==> config.mk <==
export PLATFORM = sky130hd
export DESIGN_NAME = dsz_read_top
export DESIGN_NICKNAME = d
export VERILOG_FILES = /design/src/dsz_cfg_pkg.sv /design/src/dsz_chan_pkg.sv /design/src/dsz_read_top.sv /design/src/dsz_slot_merge.sv /design/src/dsz_read_slot.sv /design/src/dsz_ar_dispatch.sv
export SDC_FILE = /design/constraint.sdc
export NUM_CORES = 1
export LEC_CHECK = 0
export ABC_CLOCK_PERIOD_IN_PS = 6400
export BUFFER_PORTS_ARGS = -buffer_cell sky130_fd_sc_hd__buf_4
export CAP_MARGIN = 40
export CORE_MARGIN = 3
export CORE_UTILIZATION = 45
export CTS_CLUSTER_DIAMETER = 80
export DETAILED_ROUTE_END_ITERATION = 6
export PLACE_DENSITY_LB_ADDON = 0.2
export SLEW_MARGIN = 0
export SYNTH_ARGS = -nofsm -noshare
export SYNTH_HDL_FRONTEND = slang
export SYNTH_SLANG_ARGS = --single-unit
==> constraint.sdc <==
create_clock -name clk_i -period 6.4 [get_ports clk_i]
set_clock_uncertainty 0.2 [all_clocks]
set_input_delay 1.28 -clock clk_i [delete_from_list [all_inputs] [get_ports clk_i]]
set_output_delay 1.28 -clock clk_i [all_outputs]
set_load 0.005 [all_outputs]
==> src/dsz_cfg_pkg.sv <==
// Bus geometry for the read downsizer; the wide bus must be a power-of-two multiple of the narrow bus
package dsz_cfg_pkg;

  // ----------------------------------------
  // Bus widths
  // ----------------------------------------

  localparam int unsigned addr_width    = 32;
  localparam int unsigned id_width      = 4;
  localparam int unsigned si_data_width = 64;
  localparam int unsigned mi_data_width = 32;

  // Burst length field, same on both ports
  localparam int unsigned len_width     = 8;

  // ----------------------------------------
  // Derived values
  // ----------------------------------------

  localparam int unsigned si_bytes = si_data_width / 8;
  localparam int unsigned mi_bytes = mi_data_width / 8;

  // Size code of a full narrow beat, also the lowest lane address bit
  localparam int unsigned mi_size = $clog2(mi_bytes);

  // Narrow lanes per wide word
  localparam int unsigned ratio = si_bytes / mi_bytes;

  // Address bits that pick a lane inside the wide word
  localparam int unsigned lane_bits = $clog2(ratio);

  // Longest narrow burst, as a len field value
  localparam int unsigned max_narrow_len = (1 << len_width) - 1;

endpackage
==> src/dsz_chan_pkg.sv <==
// Read channel payloads; valid and ready are separate wires, only INCR bursts are meaningful
package dsz_chan_pkg;

  // ----------------------------------------
  // Field types
  // ----------------------------------------

  typedef logic [dsz_cfg_pkg::addr_width-1:0]    addr_t;
  typedef logic [dsz_cfg_pkg::id_width-1:0]      id_t;
  typedef logic [dsz_cfg_pkg::len_width-1:0]     len_t;
  typedef logic [2:0]                            size_t;
  typedef logic [1:0]                            burst_t;
  typedef logic [1:0]                            resp_t;
  typedef logic [dsz_cfg_pkg::mi_data_width-1:0] mi_data_t;

  // ----------------------------------------
  // Channels
  // ----------------------------------------

  // Read request, same layout on both ports
  typedef struct packed {
    id_t    id;
    addr_t  addr;
    len_t   len;
    size_t  size;
    burst_t burst;
  } ar_chan_t;

  // Wide word, seen whole or as narrow lanes (lane 0 is the low word)
  typedef union packed {
    logic [dsz_cfg_pkg::si_data_width-1:0] word;
    mi_data_t [dsz_cfg_pkg::ratio-1:0]     lanes;
  } si_word_u;

  // Wide read response
  typedef struct packed {
    id_t      id;
    si_word_u data;
    resp_t    resp;
    logic     last;
  } si_r_chan_t;

  // Narrow read response
  typedef struct packed {
    id_t      id;
    mi_data_t data;
    resp_t    resp;
    logic     last;
  } mi_r_chan_t;

endpackage

==> src/dsz_read_top.sv <==
// Read-only downsizer top; nr_slots from 1 to 16, one burst in flight per ID residue
`timescale 1ns/10ps

module dsz_read_top #(
  parameter int unsigned nr_slots = 2
) (
  input  logic                     clk_i,
  input  logic                     rst_ni,
  input  dsz_chan_pkg::ar_chan_t   s_ar_i,
  input  logic                     s_ar_valid_i,
  output logic                     s_ar_ready_o,
  output dsz_chan_pkg::si_r_chan_t s_r_o,
  output logic                     s_r_valid_o,
  input  logic                     s_r_ready_i,
  output dsz_chan_pkg::ar_chan_t   m_ar_o,
  output logic                     m_ar_valid_o,
  input  logic                     m_ar_ready_i,
  input  dsz_chan_pkg::mi_r_chan_t m_r_i,
  input  logic                     m_r_valid_i,
  output logic                     m_r_ready_o
);

  logic [nr_slots-1:0]                     slot_ar_valid, slot_ar_ready;
  logic [nr_slots-1:0]                     slot_r_valid, slot_r_ready;
  dsz_chan_pkg::ar_chan_t   [nr_slots-1:0] slot_m_ar;
  logic [nr_slots-1:0]                     slot_m_ar_valid, slot_m_ar_ready;
  dsz_chan_pkg::si_r_chan_t [nr_slots-1:0] slot_s_r;
  logic [nr_slots-1:0]                     slot_s_r_valid, slot_s_r_ready;

  dsz_ar_dispatch #(
    .nr_slots (nr_slots)
  ) u_dispatch (
    .s_ar_valid_i    (s_ar_valid_i),
    .s_ar_id_i       (s_ar_i.id),
    .s_ar_ready_o    (s_ar_ready_o),
    .slot_ar_valid_o (slot_ar_valid),
    .slot_ar_ready_i (slot_ar_ready),
    .m_r_valid_i     (m_r_valid_i),
    .m_r_id_i        (m_r_i.id),
    .m_r_ready_o     (m_r_ready_o),
    .slot_r_valid_o  (slot_r_valid),
    .slot_r_ready_i  (slot_r_ready)
  );

  // ----------------------------------------
  // Read slots
  // ----------------------------------------

  for (genvar g = 0; g < nr_slots; g++) begin : g_slot
    dsz_read_slot u_slot (
      .clk_i        (clk_i),
      .rst_ni       (rst_ni),
      .ar_i         (s_ar_i),
      .ar_valid_i   (slot_ar_valid[g]),
      .ar_ready_o   (slot_ar_ready[g]),
      .m_ar_o       (slot_m_ar[g]),
      .m_ar_valid_o (slot_m_ar_valid[g]),
      .m_ar_ready_i (slot_m_ar_ready[g]),
      .m_r_i        (m_r_i),
      .m_r_valid_i  (slot_r_valid[g]),
      .m_r_ready_o  (slot_r_ready[g]),
      .s_r_o        (slot_s_r[g]),
      .s_r_valid_o  (slot_s_r_valid[g]),
      .s_r_ready_i  (slot_s_r_ready[g])
    );
  end

  dsz_slot_merge #(
    .nr_slots (nr_slots)
  ) u_merge (
    .clk_i           (clk_i),
    .rst_ni          (rst_ni),
    .slot_ar_i       (slot_m_ar),
    .slot_ar_valid_i (slot_m_ar_valid),
    .slot_ar_ready_o (slot_m_ar_ready),
    .m_ar_o          (m_ar_o),
    .m_ar_valid_o    (m_ar_valid_o),
    .m_ar_ready_i    (m_ar_ready_i),
    .slot_r_i        (slot_s_r),
    .slot_r_valid_i  (slot_s_r_valid),
    .slot_r_ready_o  (slot_s_r_ready),
    .s_r_o           (s_r_o),
    .s_r_valid_o     (s_r_valid_o),
    .s_r_ready_i     (s_r_ready_i)
  );

endmodule

==> src/dsz_slot_merge.sv <==
// Slot valids must hold until their transfer, otherwise the locked choice goes stale
`timescale 1ns/10ps

module dsz_slot_merge #(
  parameter int unsigned nr_slots = 2
) (
  input  logic                                   clk_i,
  input  logic                                   rst_ni,
  input  dsz_chan_pkg::ar_chan_t   [nr_slots-1:0] slot_ar_i,
  input  logic                     [nr_slots-1:0] slot_ar_valid_i,
  output logic                     [nr_slots-1:0] slot_ar_ready_o,
  output dsz_chan_pkg::ar_chan_t                  m_ar_o,
  output logic                                   m_ar_valid_o,
  input  logic                                   m_ar_ready_i,
  input  dsz_chan_pkg::si_r_chan_t [nr_slots-1:0] slot_r_i,
  input  logic                     [nr_slots-1:0] slot_r_valid_i,
  output logic                     [nr_slots-1:0] slot_r_ready_o,
  output dsz_chan_pkg::si_r_chan_t                s_r_o,
  output logic                                   s_r_valid_o,
  input  logic                                   s_r_ready_i
);

  localparam int unsigned sel_w = (nr_slots > 1) ? $clog2(nr_slots) : 1;
  localparam int unsigned ch_ar = 0;
  localparam int unsigned ch_r  = 1;

  typedef logic [sel_w-1:0] sel_t;

  logic [1:0][nr_slots-1:0] req;
  logic [1:0]               port_ready;
  logic [1:0]               lock_q;
  sel_t [1:0]               sel, ptr_q, idx_q;

  // First requester at or after the pointer
  function automatic sel_t rr_pick(input logic [nr_slots-1:0] valid, input sel_t ptr);
    sel_t        pick;
    int unsigned cand;
    logic        found;
    pick  = ptr;
    found = 1'b0;
    for (int unsigned i = 0; i < nr_slots; i++) begin
      cand = (32'(ptr) + i) % nr_slots;
      if (!found && valid[cand]) begin
        pick  = sel_t'(cand);
        found = 1'b1;
      end
    end
    return pick;
  endfunction

  assign req[ch_ar]        = slot_ar_valid_i;
  assign req[ch_r]         = slot_r_valid_i;
  assign port_ready[ch_ar] = m_ar_ready_i;
  assign port_ready[ch_r]  = s_r_ready_i;

  always_comb begin
    for (int unsigned c = 0; c < 2; c++) begin
      sel[c] = lock_q[c] ? idx_q[c] : rr_pick(req[c], ptr_q[c]);
    end
  end

  // ----------------------------------------
  // Port muxes
  // ----------------------------------------

  always_comb begin
    m_ar_o                        = slot_ar_i[sel[ch_ar]];
    m_ar_valid_o                  = slot_ar_valid_i[sel[ch_ar]];
    slot_ar_ready_o               = '0;
    slot_ar_ready_o[sel[ch_ar]]   = m_ar_ready_i;
    s_r_o                         = slot_r_i[sel[ch_r]];
    s_r_valid_o                   = slot_r_valid_i[sel[ch_r]];
    slot_r_ready_o                = '0;
    slot_r_ready_o[sel[ch_r]]     = s_r_ready_i;
  end

  // Stalled choice is held, a transfer moves the pointer past the winner
  always_ff @(posedge clk_i or negedge rst_ni) begin
    if (!rst_ni) begin
      lock_q <= '0;
      idx_q  <= '0;
      ptr_q  <= '0;
    end else begin
      for (int unsigned c = 0; c < 2; c++) begin
        lock_q[c] <= req[c][sel[c]] && !port_ready[c];
        idx_q[c]  <= sel[c];
        if (req[c][sel[c]] && port_ready[c]) begin
          ptr_q[c] <= sel_t'((32'(sel[c]) + 32'd1) % nr_slots);
        end
      end
    end
  end

endmodule

==> src/dsz_read_slot.sv <==
// One read burst at a time; downsized length must fit in 256 narrow beats, all bursts are INCR
`timescale 1ns/10ps

module dsz_read_slot (
  input  logic                    clk_i,
  input  logic                    rst_ni,
  input  dsz_chan_pkg::ar_chan_t   ar_i,
  input  logic                    ar_valid_i,
  output logic                    ar_ready_o,
  output dsz_chan_pkg::ar_chan_t   m_ar_o,
  output logic                    m_ar_valid_o,
  input  logic                    m_ar_ready_i,
  input  dsz_chan_pkg::mi_r_chan_t m_r_i,
  input  logic                    m_r_valid_i,
  output logic                    m_r_ready_o,
  output dsz_chan_pkg::si_r_chan_t s_r_o,
  output logic                    s_r_valid_o,
  input  logic                    s_r_ready_i
);

  localparam int unsigned lane_bits = dsz_cfg_pkg::lane_bits;
  localparam int unsigned len_w     = dsz_cfg_pkg::len_width;
  localparam int unsigned cnt_w     = $clog2(dsz_cfg_pkg::max_narrow_len + 1);

  typedef enum logic [1:0] {
    st_idle,
    st_pass,
    st_down
  } state_e;

  state_e                   state_q, state_d;
  dsz_chan_pkg::ar_chan_t   ar_q, ar_d;
  logic                     ar_valid_q, ar_valid_d;
  dsz_chan_pkg::si_r_chan_t r_q, r_d;
  logic                     r_valid_q, r_valid_d;
  logic [cnt_w-1:0]         remaining_q, remaining_d;
  dsz_chan_pkg::addr_t      addr_q, addr_d;

  logic [len_w+lane_bits-1:0] full_len;
  dsz_chan_pkg::len_t         narrow_len;
  logic [lane_bits-1:0]       lane;
  dsz_chan_pkg::addr_t        step;

  // ----------------------------------------
  // Request conversion
  // ----------------------------------------

  // (len + 1) * ratio - 1, less the lanes skipped by an unaligned start
  assign full_len = {ar_i.len, {lane_bits{1'b1}}}
                  - (len_w + lane_bits)'(ar_i.addr[dsz_cfg_pkg::mi_size +: lane_bits]);
  assign narrow_len = full_len[len_w-1:0];

  // Lane of the next narrow beat and the address step per beat
  assign lane = addr_q[dsz_cfg_pkg::mi_size +: lane_bits];
  assign step = dsz_chan_pkg::addr_t'(1) << ar_q.size;

  // ----------------------------------------
  // Slot FSM
  // ----------------------------------------

  always_comb begin
    state_d     = state_q;
    ar_d        = ar_q;
    ar_valid_d  = ar_valid_q;
    r_d         = r_q;
    r_valid_d   = r_valid_q;
    remaining_d = remaining_q;
    addr_d      = addr_q;

    ar_ready_o  = (state_q == st_idle);
    // Hold off narrow beats while a wide beat waits, or before the request went out
    m_r_ready_o = (state_q != st_idle) && !ar_valid_q && (!r_valid_q || s_r_ready_i);

    if (ar_valid_q && m_ar_ready_i) begin
      ar_valid_d = 1'b0;
    end

    if (r_valid_q && s_r_ready_i) begin
      r_valid_d = 1'b0;
      if (r_q.last) begin
        state_d = st_idle;
      end
    end

    case (state_q)
      st_idle: begin
        if (ar_valid_i) begin
          ar_d        = ar_i;
          ar_valid_d  = 1'b1;
          addr_d      = ar_i.addr;
          remaining_d = ar_i.len;
          state_d     = st_pass;
          // Wider than a narrow beat, so split into full narrow beats
          if (ar_i.size > 3'(dsz_cfg_pkg::mi_size)) begin
            ar_d.size   = 3'(dsz_cfg_pkg::mi_size);
            ar_d.len    = narrow_len;
            remaining_d = narrow_len;
            state_d     = st_down;
          end
        end
      end
      default: begin
        if (m_r_valid_i && m_r_ready_o) begin
          r_d.data.lanes[lane] = m_r_i.data;
          r_d.id               = m_r_i.id;
          r_d.resp             = m_r_i.resp;
          r_d.last             = (remaining_q == '0);
          remaining_d          = remaining_q - 1'b1;
          addr_d               = (addr_q & ~(step - 1'b1)) + step;
          // Downsize emits once the top lane is filled or the burst ends
          if (state_q == st_pass || (&lane) || remaining_q == '0) begin
            r_valid_d = 1'b1;
          end
        end
      end
    endcase
  end

  // ----------------------------------------
  // Registers
  // ----------------------------------------

  always_ff @(posedge clk_i or negedge rst_ni) begin
    if (!rst_ni) begin
      state_q     <= st_idle;
      ar_valid_q  <= 1'b0;
      r_valid_q   <= 1'b0;
      remaining_q <= '0;
    end else begin
      state_q     <= state_d;
      ar_valid_q  <= ar_valid_d;
      r_valid_q   <= r_valid_d;
      remaining_q <= remaining_d;
    end
  end

  always_ff @(posedge clk_i) begin
    ar_q   <= ar_d;
    r_q    <= r_d;
    addr_q <= addr_d;
  end

  assign m_ar_o       = ar_q;
  assign m_ar_valid_o = ar_valid_q;
  assign s_r_o        = r_q;
  assign s_r_valid_o  = r_valid_q;

endmodule

==> src/dsz_ar_dispatch.sv <==
// Slot of a request or narrow beat is its ID modulo nr_slots; payloads go to every slot unchanged
`timescale 1ns/10ps

module dsz_ar_dispatch #(
  parameter int unsigned nr_slots = 2
) (
  input  logic                    s_ar_valid_i,
  input  dsz_chan_pkg::id_t       s_ar_id_i,
  output logic                    s_ar_ready_o,
  output logic [nr_slots-1:0]     slot_ar_valid_o,
  input  logic [nr_slots-1:0]     slot_ar_ready_i,
  input  logic                    m_r_valid_i,
  input  dsz_chan_pkg::id_t       m_r_id_i,
  output logic                    m_r_ready_o,
  output logic [nr_slots-1:0]     slot_r_valid_o,
  input  logic [nr_slots-1:0]     slot_r_ready_i
);

  localparam int unsigned sel_w = (nr_slots > 1) ? $clog2(nr_slots) : 1;

  typedef logic [sel_w-1:0] sel_t;

  sel_t ar_sel;
  sel_t r_sel;

  assign ar_sel = sel_t'(s_ar_id_i % nr_slots);
  assign r_sel  = sel_t'(m_r_id_i % nr_slots);

  // One-hot valid towards the owning slot
  always_comb begin
    slot_ar_valid_o         = '0;
    slot_ar_valid_o[ar_sel] = s_ar_valid_i;
    slot_r_valid_o          = '0;
    slot_r_valid_o[r_sel]   = m_r_valid_i;
  end

  // Ready comes back from the same slot
  assign s_ar_ready_o = slot_ar_ready_i[ar_sel];
  assign m_r_ready_o  = slot_r_ready_i[r_sel];

endmodule

==> impl_metrics.tcl, run 1 <==
set metrics [dict create \
    grt_max_degree 66 \
    p_per_area_nw_per_um2 459 \
    cts_resized 0 \
    syn_avg_cell_area_sq_um 17.5 \
    die_y_um 161 \
    period_share_pct 71.0 \
    path_cells "inv_1 > nor2_1 > o31ai_4 > buf_4 > mux2_2 > buf_4" \
    hold_violations 0 \
    path_buf_inv 3 \
    wire_per_inst_um 18.8 \
    finalWorstSetupSlack_ps 1850 \
    root_buffer "clkbuf_16" \
    max_stage_delay_ps 750 \
    comb_power_share_pct 38.8 \
    drtPass1Iterations 5 \
    drive_gt1_share_pct 45.8 \
    synthToLayoutAreaGrowth_pct 26.7 \
    finalSetupViolations 0 \
    relSlewSlack_pct 41.6 \
    status "finished, final reports clean" \
    ir_drop_mv 0.313 \
    p_int_mw 4.43 \
    min_from "g_slot[1].u_slot.remaining_q[7]" \
    rsz0062_at_grt "no" \
    cp-start-kind "register" \
    numPortBuffers 216 \
    p_leak_nw 5.14 \
    place_ws_ps 2410 \
    worstSetupPathType "register to output port" \
    post-cts-setup-buffers 0 \
    yosysMostFrequentCell "edfxtp_1" \
    clockBufferDepth 3 \
    nNetsFinal 959 \
    slowest_stage "buf_4" \
    grt_pass1_vias 6498 \
    antenna_found_initial 1 \
    crit_path_end_kind "output port" \
    p_clk_share_pct 23.4 \
    drc 0 \
    period_needed_ps 4550 \
    grt_overflow_total 0 \
    htreeDepth 1 \
    num_rows 56 \
    clk_pin_slew_worst_paths_ps 60 \
    p_seq_share_pct 37.8 \
    crit_top_cell "buf_4" \
    yosys.area.top_type "edfxtp_1" \
    die_x_um 161 \
    synth_top_area_share_pct 67.9 \
    cp.required_ps 4920 \
    cts_tree "done" \
    yosysSeqAreaShare_pct 74.8 \
    ys_seq_elements 276 \
    postRouteAntennaNets 0 \
    hp-class "register to register" \
    netlist_instances 623 \
    vias 6193 \
    track_usage_pct 16.8 \
    synth_edf_count 246 \
    r2r-start "g_slot[0].u_slot.state_q[1]" \
    cp-startpoint "g_slot[0].u_slot.s_r_valid_o" \
    pin_count 218 \
    gp_congestion 0.842 \
    fillers 1851 \
    synth_warnings 0 \
    async_flop_share_pct 10.9 \
    numCtsBuffers 29 \
    hpwl_um 15200 \
    detail_route.iter0.violations 295 \
    cpLargestDelayFamily "buffers and inverters" \
    start_util_pct 46.1 \
    netlist_area_sq_um 10900 \
    worst_skew_pair.late_latency_ps 540 \
    grt_first_pass_wirelength_um 34800 \
    cts.hold.buffers_added 0 \
    synthTopCellsByCount "edfxtp_1, mux2_2, dfrtp_1, nand2_1, o21ai_0" \
    maxCapViolations 0 \
    synth_cell_types 49 \
    core-area_sq_um 23600 \
    die_area_sq_um 26100 \
    fin_setup_tns_ps 0 \
    final_max_slew_viol_count 0 \
    cts_num_sinks 276 \
    max_freq_ghz 0.220 \
    yosys-top-cells-area "edfxtp_1, mux2_2, dfrtp_1, nand2_1, o21ai_0" \
    worst_pin_slew_ps 877 \
    via_per_inst 5.15 \
    power.switching_mw 1.90 \
    switching_share_pct 30.0 \
    wl_um 22600 \
    synth_top_flop_cell "edfxtp_1" \
    crit_arrival_ps 3070 \
    cp_max_fo 65 \
]
[registers in the layout, indices dropped and copies added, names as in the netlist]
name and cells:
u_merge.ptr_q 2, g_slot.u_slot.remaining_q 16, g_slot.u_slot.m_ar_o 98, u_merge.lock_q 2
u_merge.idx_q 2, g_slot.u_slot.state_q 4, g_slot.u_slot.addr_q 6, g_slot.u_slot.s_r_o 142
g_slot.u_slot.s_r_valid_o 2, g_slot.u_slot.m_ar_valid_o 2
[cell type report]
type	instances	area, sq um	area share, %
diodes	1	2.50	0.0182
repair buffers	227	1750	12.7
flip-flops and latches	276	8140	59.1
multi-input cells	306	2560	18.6
inverters	20	75.1	0.545
well taps	319	399	2.90
clock inverters	18	97.6	0.708
clock buffers	35	748	5.43
[power groups by stage]
stage	Sequential [mW]	Clock [mW]	Combinational, mW
finish	2.39	1.48	2.46
global route	2.42	1.61	2.65
CTS	2.39	1.52	2.50
detailed placement	2.43	0	2.48
global placement	2.41	0	2.42
floorplan	2.39	0	1.44
[kinds of logic (layout without fill, tap and decap cells)]
family | count (synthesis) | after routing | synth area share (%)
AOI/OAI and AO/OA | 74 | 74 | 4.39
xor gates and xnor gates | 2 | 2 | 0.161
adders and majority gates | 6 | 6 | 0.805
buffers and inverters | 42 | 300 | 1.87
DFF | 276 | 276 | 74.8
muxes | 130 | 130 | 13.5
other | 1 | 3 | 0.0345
and+or+nand+nor | 92 | 92 | 4.42
[per-stage QoR]
| stage | total power, mW | std cells | area [sq um] | hold WS (ps) | utilization [%] |
|---|---|---|---|---|---|
| 2_1_floorplan | 3.83 | 624 | 10900 | 280 | - |
| 3_3_place_gp | 4.82 | 1143 | 12800 | 305 | 54.4 |
| 3_5_place_dp | 4.91 | 1148 | 12900 | 310 | 54.8 |
| 4_1_cts | 6.41 | 1201 | 13800 | 323 | 58.3 |
| 5_1_grt | 6.68 | 1202 | 13800 | 370 | 58.4 |
| 6_report | 6.33 | 1202 | 13800 | 325 | 58.4 |
[worst reg2reg max path: stages (launching register included)]
cell and delay [ps]:
dfrtp_1 380, or2_2 410, nand3_1 240, nor2_1 610
and2_2 470, buf_12 240
[cells in the final DEF, fill, tap and decap left out, types with 3 or more instances in the layout]
master	count
edfxtp_1	246
buf_4	223
mux2_2	124
dfrtp_1	30
clkbuf_16	29
nand2_1	28
o21ai_0	21
a21oi_1	20
inv_1	18
nor2_1	14
nor3b_1	11
clkinv_1	8
clkinv_2	8
a22o_1	7
nor3_1	6
clkbuf_1	6
mux2i_1	5
or2_2	4
buf_12	4
nor2b_1	3
and2_1	3
nand3_1	3
nand3b_1	3
a31oi_1	3
o32ai_1	3
or3_1	3
o22ai_1	3
ha_1	3
[routing by layer]
layer	GRT usage, %	share of wire (%)
met5	0	0
met4	4.89	2.5
met3	3.08	5.0
met2	30.2	53
met1	20.9	40
[path summary, 6_finish.rpt]
check / endpoint / slack, ps / depth (start not counted)
max in group asynchronous: g_slot[1].u_slot.remaining_q[3] / 5240 / 1
max: s_r_o[10] / 1850 / 6
min in group asynchronous: g_slot[0].u_slot.s_r_valid_o / 470 / 1
min reg2reg: g_slot[1].u_slot.remaining_q[7] / 330 / 2
max reg2reg: g_slot[0].u_slot.s_r_o[46] / 3520 / 5
min: g_slot[1].u_slot.remaining_q[7] / 330 / 2
Power figures use the tool's default switching activity.
==> run 2, diff against run 1 <==
ABC_CLOCK_PERIOD_IN_PS = 4650   (was 6400)
clock period = 4.65 ns   (was 6.4 ns; I/O delays follow)
==> run 2 against run 1 <==
- core utilization increased by 0.079 points
- wire length increased by 1.1%
- count of clock-buffer cells in the layout increased by 3
- clock power increased by 39%
- critical path type unchanged
- largest cell class unchanged
==> impl_metrics.tcl, run 2 (synthesized netlist as in run 1, its figures left out) <==
set metrics [dict create \
    status "finished, final reports clean" \
    period_needed_ps 3860 \
    vias 6211 \
    finalSetupViolations 0 \
    cts_num_sinks 276 \
    rsz0062_at_grt "no" \
    crit_path_end_kind "output port" \
    numPortBuffers 216 \
    p_leak_nw 5.14 \
    p_per_area_nw_per_um2 636 \
    period_share_pct 82.9 \
    start_util_pct 46.1 \
    final_cell_mix "edfxtp_1, buf_4, mux2_2" \
    fillers 1806 \
    wl_um 22900 \
    grt_first_pass_wirelength_um 34900 \
    via_per_inst 5.17 \
    layout_commonest_cell "edfxtp_1" \
    grt_pass1_vias 6648 \
    hpwl_um 15400 \
    drive_gt1_share_pct 45.7 \
    cts.hold.buffers_added 0 \
    final_max_slew_viol_count 0 \
    fin_setup_tns_ps 0 \
    clk_pin_slew_worst_paths_ps 60 \
    max_stage_delay_ps 590 \
    r2r_cells 6 \
    worstSetupPathType "register to output port" \
    wire_per_inst_um 19.1 \
    cts_tree "done" \
    antenna_found_initial 1 \
    cts_resized 0 \
    pin_count 218 \
    drc 0 \
    detail_route.iter0.violations 383 \
    ir_drop_mv 0.400 \
    whs_ps 129 \
    root_buffer "clkbuf_16" \
    worst_pin_slew_ps 763 \
    cp-start-kind "register" \
    cp.required_ps 3520 \
    crit_top_cell "buf_4" \
    power_mw 8.78 \
    track_usage_pct 16.9 \
    maxCapViolations 0 \
    num_rows 56 \
    die_y_um 161 \
    grt_overflow_total 0 \
    core-area_sq_um 23600 \
    die_x_um 161 \
    gp_congestion 0.830 \
    fin_cells 1201 \
    cp_max_fo 55 \
    post-cts-setup-buffers 0 \
    crit_arrival_ps 2730 \
    synthToLayoutAreaGrowth_pct 26.8 \
    rrSetupSlack_ps 1970 \
    reg2reg_to "g_slot[1].u_slot.s_r_o[11]" \
    relSlewSlack_pct 48.6 \
    htreeDepth 1 \
    hold_violations 0 \
    nNetsFinal 960 \
    drtPass1Iterations 4 \
    numCtsBuffers 29 \
    slowest_stage "buf_4" \
    largest_reg_flops 142 \
    worst_skew_pair.late_latency_ps 520 \
    r2r-start "g_slot[0].u_slot.s_r_valid_o" \
    path_cells "inv_1 > maj3_1 > mux2i_4 > buf_4 > mux2_2 > buf_4" \
    hp-class "primary input to asynchronous set/reset pin" \
    postRouteAntennaNets 0 \
    clockBufferDepth 3 \
    max_freq_ghz 0.259 \
    dp_cells 1149 \
    grt_max_degree 66 \
    die_area_sq_um 26100 \
]
[run 2: changes by cell type in the layout (fill, tap and decap cells not counted), sizes merged]
cell    before  now
clkinv      16   11
clkbuf      35   38
buf        227  228
bufinv       0    1
inv         21   20
[run 2: stage by stage]
step / cell area, sq um / util (%) / setup WS [ps]
floorplan: 10900 / - / 592
detailed placement: 12900 / 54.8 / 1330
global route: 13800 / 58.4 / 675
CTS: 13800 / 58.4 / 760
finish: 13800 / 58.4 / 794
global placement: 12900 / 54.5 / 1160
[run 2: worst max-delay path by stage]
stage                                        startpoint                         end  depth (start not counted)
after detailed placement  g_slot[0].u_slot.m_ar_valid_o                m_ar_valid_o                          6
final                     g_slot[0].u_slot.m_ar_valid_o                  m_ar_o[39]                          6
after global placement                      s_r_ready_i  g_slot[1].u_slot.s_r_o[46]                          7
after global routing      g_slot[0].u_slot.m_ar_valid_o                m_ar_valid_o                          6
after floorplan                               m_r_i[35]  g_slot[0].u_slot.s_r_o[10]                          3
after CTS                 g_slot[0].u_slot.m_ar_valid_o                m_ar_valid_o                          6
[run 2: critical path, delay by kind of cell, from the launching register on]
kind	cells	cell delay, ps
mux	2	560
flops	1	410
buf+inv	3	800
fa+ha+maj	1	380
[run 2: final cells by class]
type,count,area [sq um],area share [%]
flip-flops and latches,276,8140,59.0
clock buffers,38,759,5.50
well taps,319,399,2.89
multi-input cells,306,2560,18.6
clock inverters,13,90.1,0.653
inverters,20,75.1,0.544
repair buffers,228,1770,12.8
diodes,1,2.50,0.0181
[run 2: layer usage]
layer  up-vias  share of wire [%]  global-route usage, %
met4         0                4.1                   7.86
met2       191                 52                   29.7
met1      3077                 39                   20.3
li1       2881                  -                      -
met3        62                5.2                   3.00
met5         -                  0                      0
[run 2: power breakdown]
part	internal [mW]	switching, mW	total, mW
clock network	1.20	0.865	2.06
registers	3.11	0.187	3.29
logic	1.87	1.55	3.42
